==> src/design/eq_solver_pkg.sv <==
`default_nettype none

package eq_solver_pkg;

    localparam int coeff_w    = 8;
    localparam int rng_w      = 3;
    localparam int sel_w      = 3;
    localparam int num_coeffs = 6;
    localparam int num_sets   = 5;

    typedef logic [coeff_w-1:0] coeff_t;
    typedef logic [rng_w-1:0]   rng_t;
    typedef logic [sel_w-1:0]   reg_sel_t;

    // register file addresses, coefficients in row-major order
    localparam reg_sel_t sel_pivot = 3'd0;
    localparam reg_sel_t sel_r1    = 3'd1;
    localparam reg_sel_t sel_r2    = 3'd2;
    localparam reg_sel_t sel_r3    = 3'd3;
    localparam reg_sel_t sel_r4    = 3'd4;
    localparam reg_sel_t sel_r5    = 3'd5;
    localparam reg_sel_t sel_r6    = 3'd6;

    typedef enum logic {
        op_div,
        op_sub
    } grand_op_t;

    // elimination states sit at 16..31 so bits [3:2] give the phase and [1:0] the row
    typedef enum logic [4:0] {
        st_idle, st_seed_wait, st_load,
        st_get_x, st_x_release, st_get_y, st_y_release,
        st_compare, st_done, st_clear,
        st_p1_prep = 5'd16, st_p1_row_a, st_p1_row_b, st_p1_row_c,
        st_p2_prep, st_p2_row_a, st_p2_row_b, st_p2_row_c,
        st_p3_prep, st_p3_row_a, st_p3_row_b, st_p3_row_c,
        st_p4_prep, st_p4_row_a, st_p4_row_b, st_p4_row_c
    } solve_state_t;

    // a1, b1, c1, a2, b2, c2
    localparam coeff_t prob_table [num_sets][num_coeffs] = '{
        '{8'd2, 8'd2, 8'd10, 8'd1, 8'd4,  8'd8},
        '{8'd2, 8'd5, 8'd14, 8'd3, 8'd24, 8'd21},
        '{8'd2, 8'd2, 8'd12, 8'd2, 8'd6,  8'd24},
        '{8'd8, 8'd3, 8'd6,  8'd3, 8'd2,  8'd4},
        '{8'd7, 8'd2, 8'd2,  8'd1, 8'd9,  8'd9}
    };

endpackage

`default_nettype wire

==> src/design/problem_rng.sv <==
`timescale 1ns/1ps
`default_nettype none

module problem_rng (
    input  wire                  Clock,
    input  wire                  arst_n,
    input  wire                  seed_load,
    input  wire                  rng_step,
    input  eq_solver_pkg::rng_t  seed,
    output eq_solver_pkg::rng_t  prob_idx
);
    import eq_solver_pkg::*;

    rng_t step_value;
    logic mix;

    // bit 1 and bit 2 both take the xor of the old upper bits
    assign mix        = prob_idx[1] ^ prob_idx[2];
    assign step_value = {mix, mix, prob_idx[2]};

    always_ff @(posedge Clock or negedge arst_n) begin
        if (!arst_n) begin
            prob_idx <= '0;
        end else if (seed_load) begin
            // all-zero seed would lock the stepping rule
            prob_idx <= (seed == '0) ? rng_t'(1) : seed;
        end else if (rng_step) begin
            prob_idx <= step_value;
        end
    end

endmodule

`default_nettype wire

==> src/design/coeff_regfile.sv <==
`timescale 1ns/1ps
`default_nettype none

module coeff_regfile (
    input  wire                      Clock,
    input  wire                      arst_n,
    input  wire                      clear,
    input  wire                      table_load,
    input  eq_solver_pkg::rng_t      prob_idx,
    input  wire                      pivot_load,
    input  eq_solver_pkg::reg_sel_t  pivot_sel,
    input  wire                      wr_en,
    input  eq_solver_pkg::reg_sel_t  wr_sel,
    input  eq_solver_pkg::coeff_t    wb_value,
    output eq_solver_pkg::coeff_t    pivot,
    output eq_solver_pkg::coeff_t    r1,
    output eq_solver_pkg::coeff_t    r2,
    output eq_solver_pkg::coeff_t    r3,
    output eq_solver_pkg::coeff_t    r4,
    output eq_solver_pkg::coeff_t    r5,
    output eq_solver_pkg::coeff_t    r6
);
    import eq_solver_pkg::*;

    // entry 0 is the pivot, 1..6 the coefficients
    coeff_t regs [0:num_coeffs];
    int unsigned set_idx;

    // index to problem set, pairs share a set below 6
    always_comb begin
        case (prob_idx)
            3'd0, 3'd1: set_idx = 0;
            3'd2, 3'd3: set_idx = 1;
            3'd4, 3'd5: set_idx = 2;
            3'd6:       set_idx = 3;
            default:    set_idx = 4;
        endcase
    end

    always_ff @(posedge Clock or negedge arst_n) begin
        if (!arst_n) begin
            for (int i = 0; i <= num_coeffs; i++) begin
                regs[i] <= '0;
            end
        end else if (clear) begin
            for (int i = 0; i <= num_coeffs; i++) begin
                regs[i] <= '0;
            end
        end else if (table_load) begin
            for (int i = 0; i < num_coeffs; i++) begin
                regs[i+1] <= prob_table[set_idx][i];
            end
        end else if (pivot_load) begin
            if (pivot_sel <= reg_sel_t'(num_coeffs)) begin
                regs[sel_pivot] <= regs[pivot_sel];
            end
        end else if (wr_en) begin
            if (wr_sel <= reg_sel_t'(num_coeffs)) begin
                regs[wr_sel] <= wb_value;
            end
        end
    end

    assign pivot = regs[sel_pivot];
    assign r1    = regs[sel_r1];
    assign r2    = regs[sel_r2];
    assign r3    = regs[sel_r3];
    assign r4    = regs[sel_r4];
    assign r5    = regs[sel_r5];
    assign r6    = regs[sel_r6];

endmodule

`default_nettype wire

==> src/design/elim_alu.sv <==
`timescale 1ns/1ps
`default_nettype none

module elim_alu (
    input  eq_solver_pkg::coeff_t     pivot,
    input  eq_solver_pkg::coeff_t     r1,
    input  eq_solver_pkg::coeff_t     r2,
    input  eq_solver_pkg::coeff_t     r3,
    input  eq_solver_pkg::coeff_t     r4,
    input  eq_solver_pkg::coeff_t     r5,
    input  eq_solver_pkg::coeff_t     r6,
    input  eq_solver_pkg::reg_sel_t   src_a_sel,
    input  eq_solver_pkg::reg_sel_t   src_b_sel,
    input  wire                       prod_to_a,
    input  wire                       prod_to_b,
    input  eq_solver_pkg::grand_op_t  grand_op,
    output eq_solver_pkg::coeff_t     wb_value
);
    import eq_solver_pkg::*;

    coeff_t a_val;
    coeff_t b_val;
    coeff_t a_op;
    coeff_t b_op;
    coeff_t prod;
    logic [2*coeff_w-1:0] prod_full;

    function automatic coeff_t pick(input reg_sel_t sel);
        case (sel)
            sel_pivot: return pivot;
            sel_r1:    return r1;
            sel_r2:    return r2;
            sel_r3:    return r3;
            sel_r4:    return r4;
            sel_r5:    return r5;
            sel_r6:    return r6;
            default:   return '0;
        endcase
    endfunction

    always_comb begin
        a_val = pick(src_a_sel);
        b_val = pick(src_b_sel);
    end

    // product wraps to 8 bits
    assign prod_full = pivot * (prod_to_a ? a_val : b_val);
    assign prod      = prod_full[coeff_w-1:0];
    assign a_op      = prod_to_a ? prod : a_val;
    assign b_op      = prod_to_b ? prod : b_val;

    always_comb begin
        if (grand_op == op_div) begin
            wb_value = (a_op == '0) ? '0 : b_op / a_op;
        end else if (prod_to_a) begin
            wb_value = b_op - a_op;
        end else begin
            wb_value = a_op - b_op;
        end
    end

endmodule

`default_nettype wire

==> src/design/solve_ctrl.sv <==
`timescale 1ns/1ps
`default_nettype none

module solve_ctrl (
    input  wire                       Clock,
    input  wire                       arst_n,
    input  wire                       start,
    input  wire                       go,
    input  eq_solver_pkg::coeff_t     data_in,
    input  eq_solver_pkg::coeff_t     x_sol,
    input  eq_solver_pkg::coeff_t     y_sol,
    output logic                      seed_load,
    output logic                      rng_step,
    output logic                      table_load,
    output logic                      clear,
    output logic                      pivot_load,
    output eq_solver_pkg::reg_sel_t   pivot_sel,
    output logic                      wr_en,
    output eq_solver_pkg::reg_sel_t   wr_sel,
    output eq_solver_pkg::reg_sel_t   src_a_sel,
    output eq_solver_pkg::reg_sel_t   src_b_sel,
    output logic                      prod_to_a,
    output logic                      prod_to_b,
    output eq_solver_pkg::grand_op_t  grand_op,
    output logic                      correct
);
    import eq_solver_pkg::*;

    solve_state_t state;
    solve_state_t state_next;
    coeff_t x_ans;
    coeff_t y_ans;
    logic match_q;
    logic elim;
    logic [1:0] phase;
    logic [1:0] row;
    reg_sel_t row_lo;
    reg_sel_t row_hi;

    assign elim  = state[4];
    assign phase = state[3:2];
    assign row   = state[1:0];

    always_comb begin
        state_next = state;
        case (state)
            st_idle:      if (start) state_next = st_seed_wait;
            st_seed_wait: state_next = st_load;
            st_load:      state_next = st_get_x;
            st_get_x:     if (go) state_next = st_x_release;
            st_x_release: if (!go) state_next = st_get_y;
            st_get_y:     if (go) state_next = st_y_release;
            st_y_release: if (!go) state_next = st_p1_prep;
            st_compare:   state_next = st_done;
            st_done: begin
                if (!match_q) begin
                    state_next = st_clear;
                end else if (start) begin
                    state_next = st_seed_wait;
                end
            end
            st_clear:     state_next = st_idle;
            st_p4_row_c:  state_next = st_compare;
            default: begin
                if (elim) begin
                    state_next = solve_state_t'(state + 5'd1);
                end else begin
                    state_next = st_idle;
                end
            end
        endcase
    end

    always_ff @(posedge Clock or negedge arst_n) begin
        if (!arst_n) begin
            state <= st_idle;
        end else begin
            state <= state_next;
        end
    end

    // answers and match flag
    always_ff @(posedge Clock or negedge arst_n) begin
        if (!arst_n) begin
            x_ans   <= '0;
            y_ans   <= '0;
            match_q <= 1'b0;
        end else if (state == st_clear) begin
            x_ans   <= '0;
            y_ans   <= '0;
            match_q <= 1'b0;
        end else begin
            if (state == st_get_x && go) begin
                x_ans <= data_in;
            end
            if (state == st_get_y && go) begin
                y_ans <= data_in;
            end
            if (state == st_compare) begin
                match_q <= (x_ans == x_sol) && (y_ans == y_sol);
            end
        end
    end

    always_comb begin
        case (row)
            2'd1: begin
                row_lo = sel_r1;
                row_hi = sel_r4;
            end
            2'd2: begin
                row_lo = sel_r2;
                row_hi = sel_r5;
            end
            default: begin
                row_lo = sel_r3;
                row_hi = sel_r6;
            end
        endcase
    end

    always_comb begin
        pivot_load = 1'b0;
        pivot_sel  = sel_pivot;
        wr_en      = 1'b0;
        wr_sel     = sel_pivot;
        src_a_sel  = sel_pivot;
        src_b_sel  = sel_pivot;
        prod_to_a  = 1'b0;
        prod_to_b  = 1'b0;
        grand_op   = op_div;
        if (elim && row == 2'd0) begin
            pivot_load = 1'b1;
            case (phase)
                2'd0:    pivot_sel = sel_r1;
                2'd1:    pivot_sel = sel_r4;
                2'd2:    pivot_sel = sel_r5;
                default: pivot_sel = sel_r2;
            endcase
        end else if (elim) begin
            wr_en = 1'b1;
            case (phase)
                // row 1 divided by pivot
                2'd0: begin
                    src_b_sel = row_lo;
                    wr_sel    = row_lo;
                end
                // row 2 minus pivot times row 1
                2'd1: begin
                    src_a_sel = row_lo;
                    src_b_sel = row_hi;
                    prod_to_a = 1'b1;
                    grand_op  = op_sub;
                    wr_sel    = row_hi;
                end
                2'd2: begin
                    src_b_sel = row_hi;
                    wr_sel    = row_hi;
                end
                // back-substitution into row 1
                default: begin
                    src_a_sel = row_lo;
                    src_b_sel = row_hi;
                    prod_to_b = 1'b1;
                    grand_op  = op_sub;
                    wr_sel    = row_lo;
                end
            endcase
        end
    end

    assign seed_load  = start && (state == st_idle || (state == st_done && match_q));
    assign rng_step   = (state == st_seed_wait);
    assign table_load = (state == st_load);
    assign clear      = (state == st_clear);
    assign correct    = (state == st_done) && match_q;

endmodule

`default_nettype wire

==> src/design/eq_solver_top.sv <==
`timescale 1ns/1ps
`default_nettype none

module eq_solver_top (
    input  wire                    Clock,
    input  wire                    arst_n,
    input  wire                    start,
    input  wire                    go,
    input  eq_solver_pkg::rng_t    seed,
    input  eq_solver_pkg::coeff_t  data_in,
    output logic                   correct
);
    import eq_solver_pkg::*;

    logic seed_load;
    logic rng_step;
    logic table_load;
    logic clear;
    logic pivot_load;
    logic wr_en;
    logic prod_to_a;
    logic prod_to_b;
    reg_sel_t pivot_sel;
    reg_sel_t wr_sel;
    reg_sel_t src_a_sel;
    reg_sel_t src_b_sel;
    grand_op_t grand_op;
    rng_t prob_idx;
    coeff_t wb_value;
    coeff_t pivot;
    coeff_t r1;
    coeff_t r2;
    coeff_t r3;
    coeff_t r4;
    coeff_t r5;
    coeff_t r6;

    // solution lands in the last column, x = r3 and y = r6
    solve_ctrl solve_ctrl_inst (
        .Clock      (Clock),
        .arst_n     (arst_n),
        .start      (start),
        .go         (go),
        .data_in    (data_in),
        .x_sol      (r3),
        .y_sol      (r6),
        .seed_load  (seed_load),
        .rng_step   (rng_step),
        .table_load (table_load),
        .clear      (clear),
        .pivot_load (pivot_load),
        .pivot_sel  (pivot_sel),
        .wr_en      (wr_en),
        .wr_sel     (wr_sel),
        .src_a_sel  (src_a_sel),
        .src_b_sel  (src_b_sel),
        .prod_to_a  (prod_to_a),
        .prod_to_b  (prod_to_b),
        .grand_op   (grand_op),
        .correct    (correct)
    );

    problem_rng problem_rng_inst (
        .Clock     (Clock),
        .arst_n    (arst_n),
        .seed_load (seed_load),
        .rng_step  (rng_step),
        .seed      (seed),
        .prob_idx  (prob_idx)
    );

    coeff_regfile coeff_regfile_inst (
        .Clock      (Clock),
        .arst_n     (arst_n),
        .clear      (clear),
        .table_load (table_load),
        .prob_idx   (prob_idx),
        .pivot_load (pivot_load),
        .pivot_sel  (pivot_sel),
        .wr_en      (wr_en),
        .wr_sel     (wr_sel),
        .wb_value   (wb_value),
        .pivot      (pivot),
        .r1         (r1),
        .r2         (r2),
        .r3         (r3),
        .r4         (r4),
        .r5         (r5),
        .r6         (r6)
    );

    elim_alu elim_alu_inst (
        .pivot     (pivot),
        .r1        (r1),
        .r2        (r2),
        .r3        (r3),
        .r4        (r4),
        .r5        (r5),
        .r6        (r6),
        .src_a_sel (src_a_sel),
        .src_b_sel (src_b_sel),
        .prod_to_a (prod_to_a),
        .prod_to_b (prod_to_b),
        .grand_op  (grand_op),
        .wb_value  (wb_value)
    );

endmodule

`default_nettype wire

==> config.mk <==
export PLATFORM = sky130hd
export DESIGN_NAME = eq_solver_top
export DESIGN_NICKNAME = d
export VERILOG_FILES = /design/src/design/eq_solver_pkg.sv /design/src/design/problem_rng.sv /design/src/design/coeff_regfile.sv /design/src/design/elim_alu.sv /design/src/design/solve_ctrl.sv /design/src/design/eq_solver_top.sv
export SDC_FILE = /design/constraint.sdc
export NUM_CORES = 1
export LEC_CHECK = 0
export BUFFER_PORTS_ARGS = -buffer_cell sky130_fd_sc_hd__buf_2
export CAP_MARGIN = 20
export CORE_MARGIN = 2
export CORE_UTILIZATION = 50
export DETAILED_ROUTE_END_ITERATION = 8
export PLACE_DENSITY = 0.71
export SLEW_MARGIN = 20
export SYNTH_ARGS = -nofsm -noshare
export SYNTH_HDL_FRONTEND = slang
export SYNTH_SLANG_ARGS = --single-unit
==> constraint.sdc <==
create_clock -name Clock -period 19.6 [get_ports Clock]
set_input_delay 5.88 -clock Clock [delete_from_list [all_inputs] [get_ports Clock]]
set_output_delay 5.88 -clock Clock [all_outputs]
set_load 0.01 [all_outputs]
==> results by group <==
Run status
  • Status: finished, final reports clean

Die
  • I/O pin cnt: 16
  • Core area: 17800 µm²
  • Die W: 138 µm
  • Die height: 138 µm
  • Initial Utilization: 0.505
  • Row count: 49
  • Die area: 19100 µm²

Global routing
  • Gr usage total: 0.278
  • Gr ovfl total: 0
  • Initial antenna violation count: 0
  • Vias in the first global route: 7820
  • Largest net degree at the start of global routing: 82
  • First-pass GRT wire length: 43200 µm

CTS
  • H-tree Lvls: 3
  • Clock sink total: 81
  • Cts bufs inserted: 9
  • CTS max path bufs: 2
  • CTS root buffer: clkbuf_16
  • CTS tree: built
  • Skew-Pair Late Insertion Delay: 350 ps
  • Clk slew on worst S/H paths: 70 ps

Timing
  • Tmin final: 18300 ps
  • Fin Setup TNS: 0 ps
  • Slew @ Worst Pin: 1060 ps
  • Final setup vio count: 0
  • FMAX: 54.6 MHz
  • RSZ-0062 raised after global routing: false
  • Fin. Hold Viols: 0
  • Slew HR: 0.290
  • Skew final: 9.06 ps
  • Part of the cycle the worst path needs: 0.934
  • Final Max Slew Viols: 0

Logic synthesis
  • Avg Cell Area, Syn: 8.16 µm²
  • Fraction of registers with async set or reset after synthesis: 1.00
  • Syn Nets: 1215
  • Post-synthesis cell type count: 96
  • Post-Synthesis Cells: 1104
  • Flops & latches, synth: 81
  • Post-synth EDFFs: 0
  • Post-synth top flop: dfrtp_1
  • Mapped Area: 9010 µm²
  • Post-synthesis sequential area ratio: 0.225
  • Syn. warnings: 0

Layout
  • Final net count: 1204
  • Share of cells above drive strength 1: 0.119
  • # diodes: 0
  • P&R area growth vs syn: 6.62%

Setup path
  • Crit. End Element: flop
  • Startpoint types: flop
  • Critical Path RT: 19830 ps
  • Crit Reg-Reg Startpoint: solve_ctrl_inst.state[0]
  • Worst path max stage delay: 550 ps
  • Critical Path AT: 18530 ps
  • CP max stage cell: fa_1
  • Crit Path Max Fanout: 17
  • Crit path kind: flop to flop
  • CP startpoint: solve_ctrl_inst.state[0]

Place
  • Dpl hpwl: 20500 µm
  • GP Congestion: 0.980
  • Count of input and output buffers: 15

Detailed routing
  • Drt pass-1 iters: 5
  • Via count: 8520
  • Post-route ant nets: 0
  • Vias/cell: 6.42
  • DRC Markers: 0
  • Detailed Route WL: 27000 µm
  • DRT iter0 DRCs: 880
  • Routed WL per cell: 20.4 µm

Job
  • Max-Cap Viols: 0

Hold path
  • Hold/Removal Path Class: flop to flop
  • Worst hold start: coeff_regfile_inst.r2[6]
kinds of logic after synthesis:
logic type / synth area share
AO/OA/AOI/OAI: 0.263
XOR/XNOR: 0.0475
adder cells (fa/ha/maj): 0.145
buffers and inverters: 0.0530
flip-flops: 0.225
multiplexers: 0.0528
AND/OR/NAND/NOR: 0.214
flip-flops by register name (all words and copies together) (netlist names):
name	cells
coeff_regfile_inst.r5	8
coeff_regfile_inst.r3	8
solve_ctrl_inst.x_ans	8
problem_rng_inst.prob_idx	3
coeff_regfile_inst.r1	8
coeff_regfile_inst.r2	8
coeff_regfile_inst.r4	8
coeff_regfile_inst.pivot	8
solve_ctrl_inst.state	5
solve_ctrl_inst.match_q	1
solve_ctrl_inst.y_ans	8
coeff_regfile_inst.r6	8
placed cells by master (no fill, tap or decap), types with 16 or more instances in the layout:
cell | netlist | layout
mux2i_1 | 25 | 25
xnor2_1 | 19 | 19
inv_1 | 52 | 52
o21ai_0 | 81 | 78
dfrtp_1 | 81 | 81
o21a_1 | 16 | 16
nor3_1 | 36 | 35
xor2_1 | 22 | 22
and2_1 | 24 | 23
nand2_1 | 145 | 145
buf_4 | 3 | 20
nand3_1 | 26 | 26
nor2_1 | 67 | 64
ha_1 | 82 | 78
a21oi_1 | 97 | 96
metrics by stage:
step,std cells,worst slack [ps],utilization,hold WS [ps],area [µm²]
after floorplan,1104,2740,-,461,9010
after global placement,1308,691,0.517,481,9220
after detailed placement,1308,149,0.517,492,9220
after CTS,1324,59.4,0.533,503,9500
after global routing,1327,20.0,0.538,557,9610
final,1327,1300,0.538,515,9610
worst paths after layout:
| path | endpoint | slack [ps] | cells after the start |
|---|---|---|---|
| worst min-delay path | coeff_regfile_inst.r2[6] | 520 | 2 |
| max in group asynchronous | solve_ctrl_inst.match_q | 13510 | 1 |
| min in group asynchronous | coeff_regfile_inst.r5[7] | 5580 | 1 |
| worst max register to register | coeff_regfile_inst.r1[0] | 1300 | 81 |
| worst min register to register | coeff_regfile_inst.r2[6] | 520 | 2 |
| worst max-delay path | coeff_regfile_inst.r1[0] | 1300 | 81 |
what timing repair did:
action / CTS / global route
setup endpoints to repair: 0 / 6
setup buffers: 0 / 3
endpoints found under the hold margin: 0 / 0
hold buffers: 0 / 0
gates resized for setup: 0 / 24
routing by layer:
layer,wire length (µm),GRT usage,vias up,share of wire
met2,12100,0.427,408,0.45
met4,1040,0.106,0,0.038
met1,11600,0.393,4075,0.43
met5,0,0,-,0
li1,-,-,3969,-
met3,2320,0.0475,68,0.086
Yosys cell counts (15+ instances only):
library cell    n  area (µm²)
o21a_1         16         120
nand3_1        26         130
xor2_1         22         193
and2_1         24         150
inv_1          52         195
nor2_1         67         251
ha_1           82        1030
mux2_2         15         169
nand2_1       145         544
o21ai_0        81         405
xnor2_1        19         166
mux2i_1        25         250
dfrtp_1        81        2030
a21oi_1        97         485
clkbuf_1       30         113
nor2b_1        16         100
nor3_1         36         180
final cells by class:
class | instances | area, µm²
inverters | 52 | 195
repair buffers | 35 | 231
clock buffers | 9 | 225
flip-flops and latches | 81 | 2030
multi-input cells | 914 | 6590
clock inverters | 7 | 53.8
well taps | 229 | 287
fillers | 1671 | 8230
critical path: cells and delay by family (launching register included):
kind	cells	cell delay (ps)
AOI/OAI and AO/OA	38	7030
buffers and inverters	5	460
xor gates and xnor gates	3	940
muxes	5	1420
adders and majority gates	14	5050
DFF	1	440
and+or+nand+nor	16	2810
Power is not shown: default switching activity piles up to over one toggle a cycle in this logic, so the estimate is an artifact.
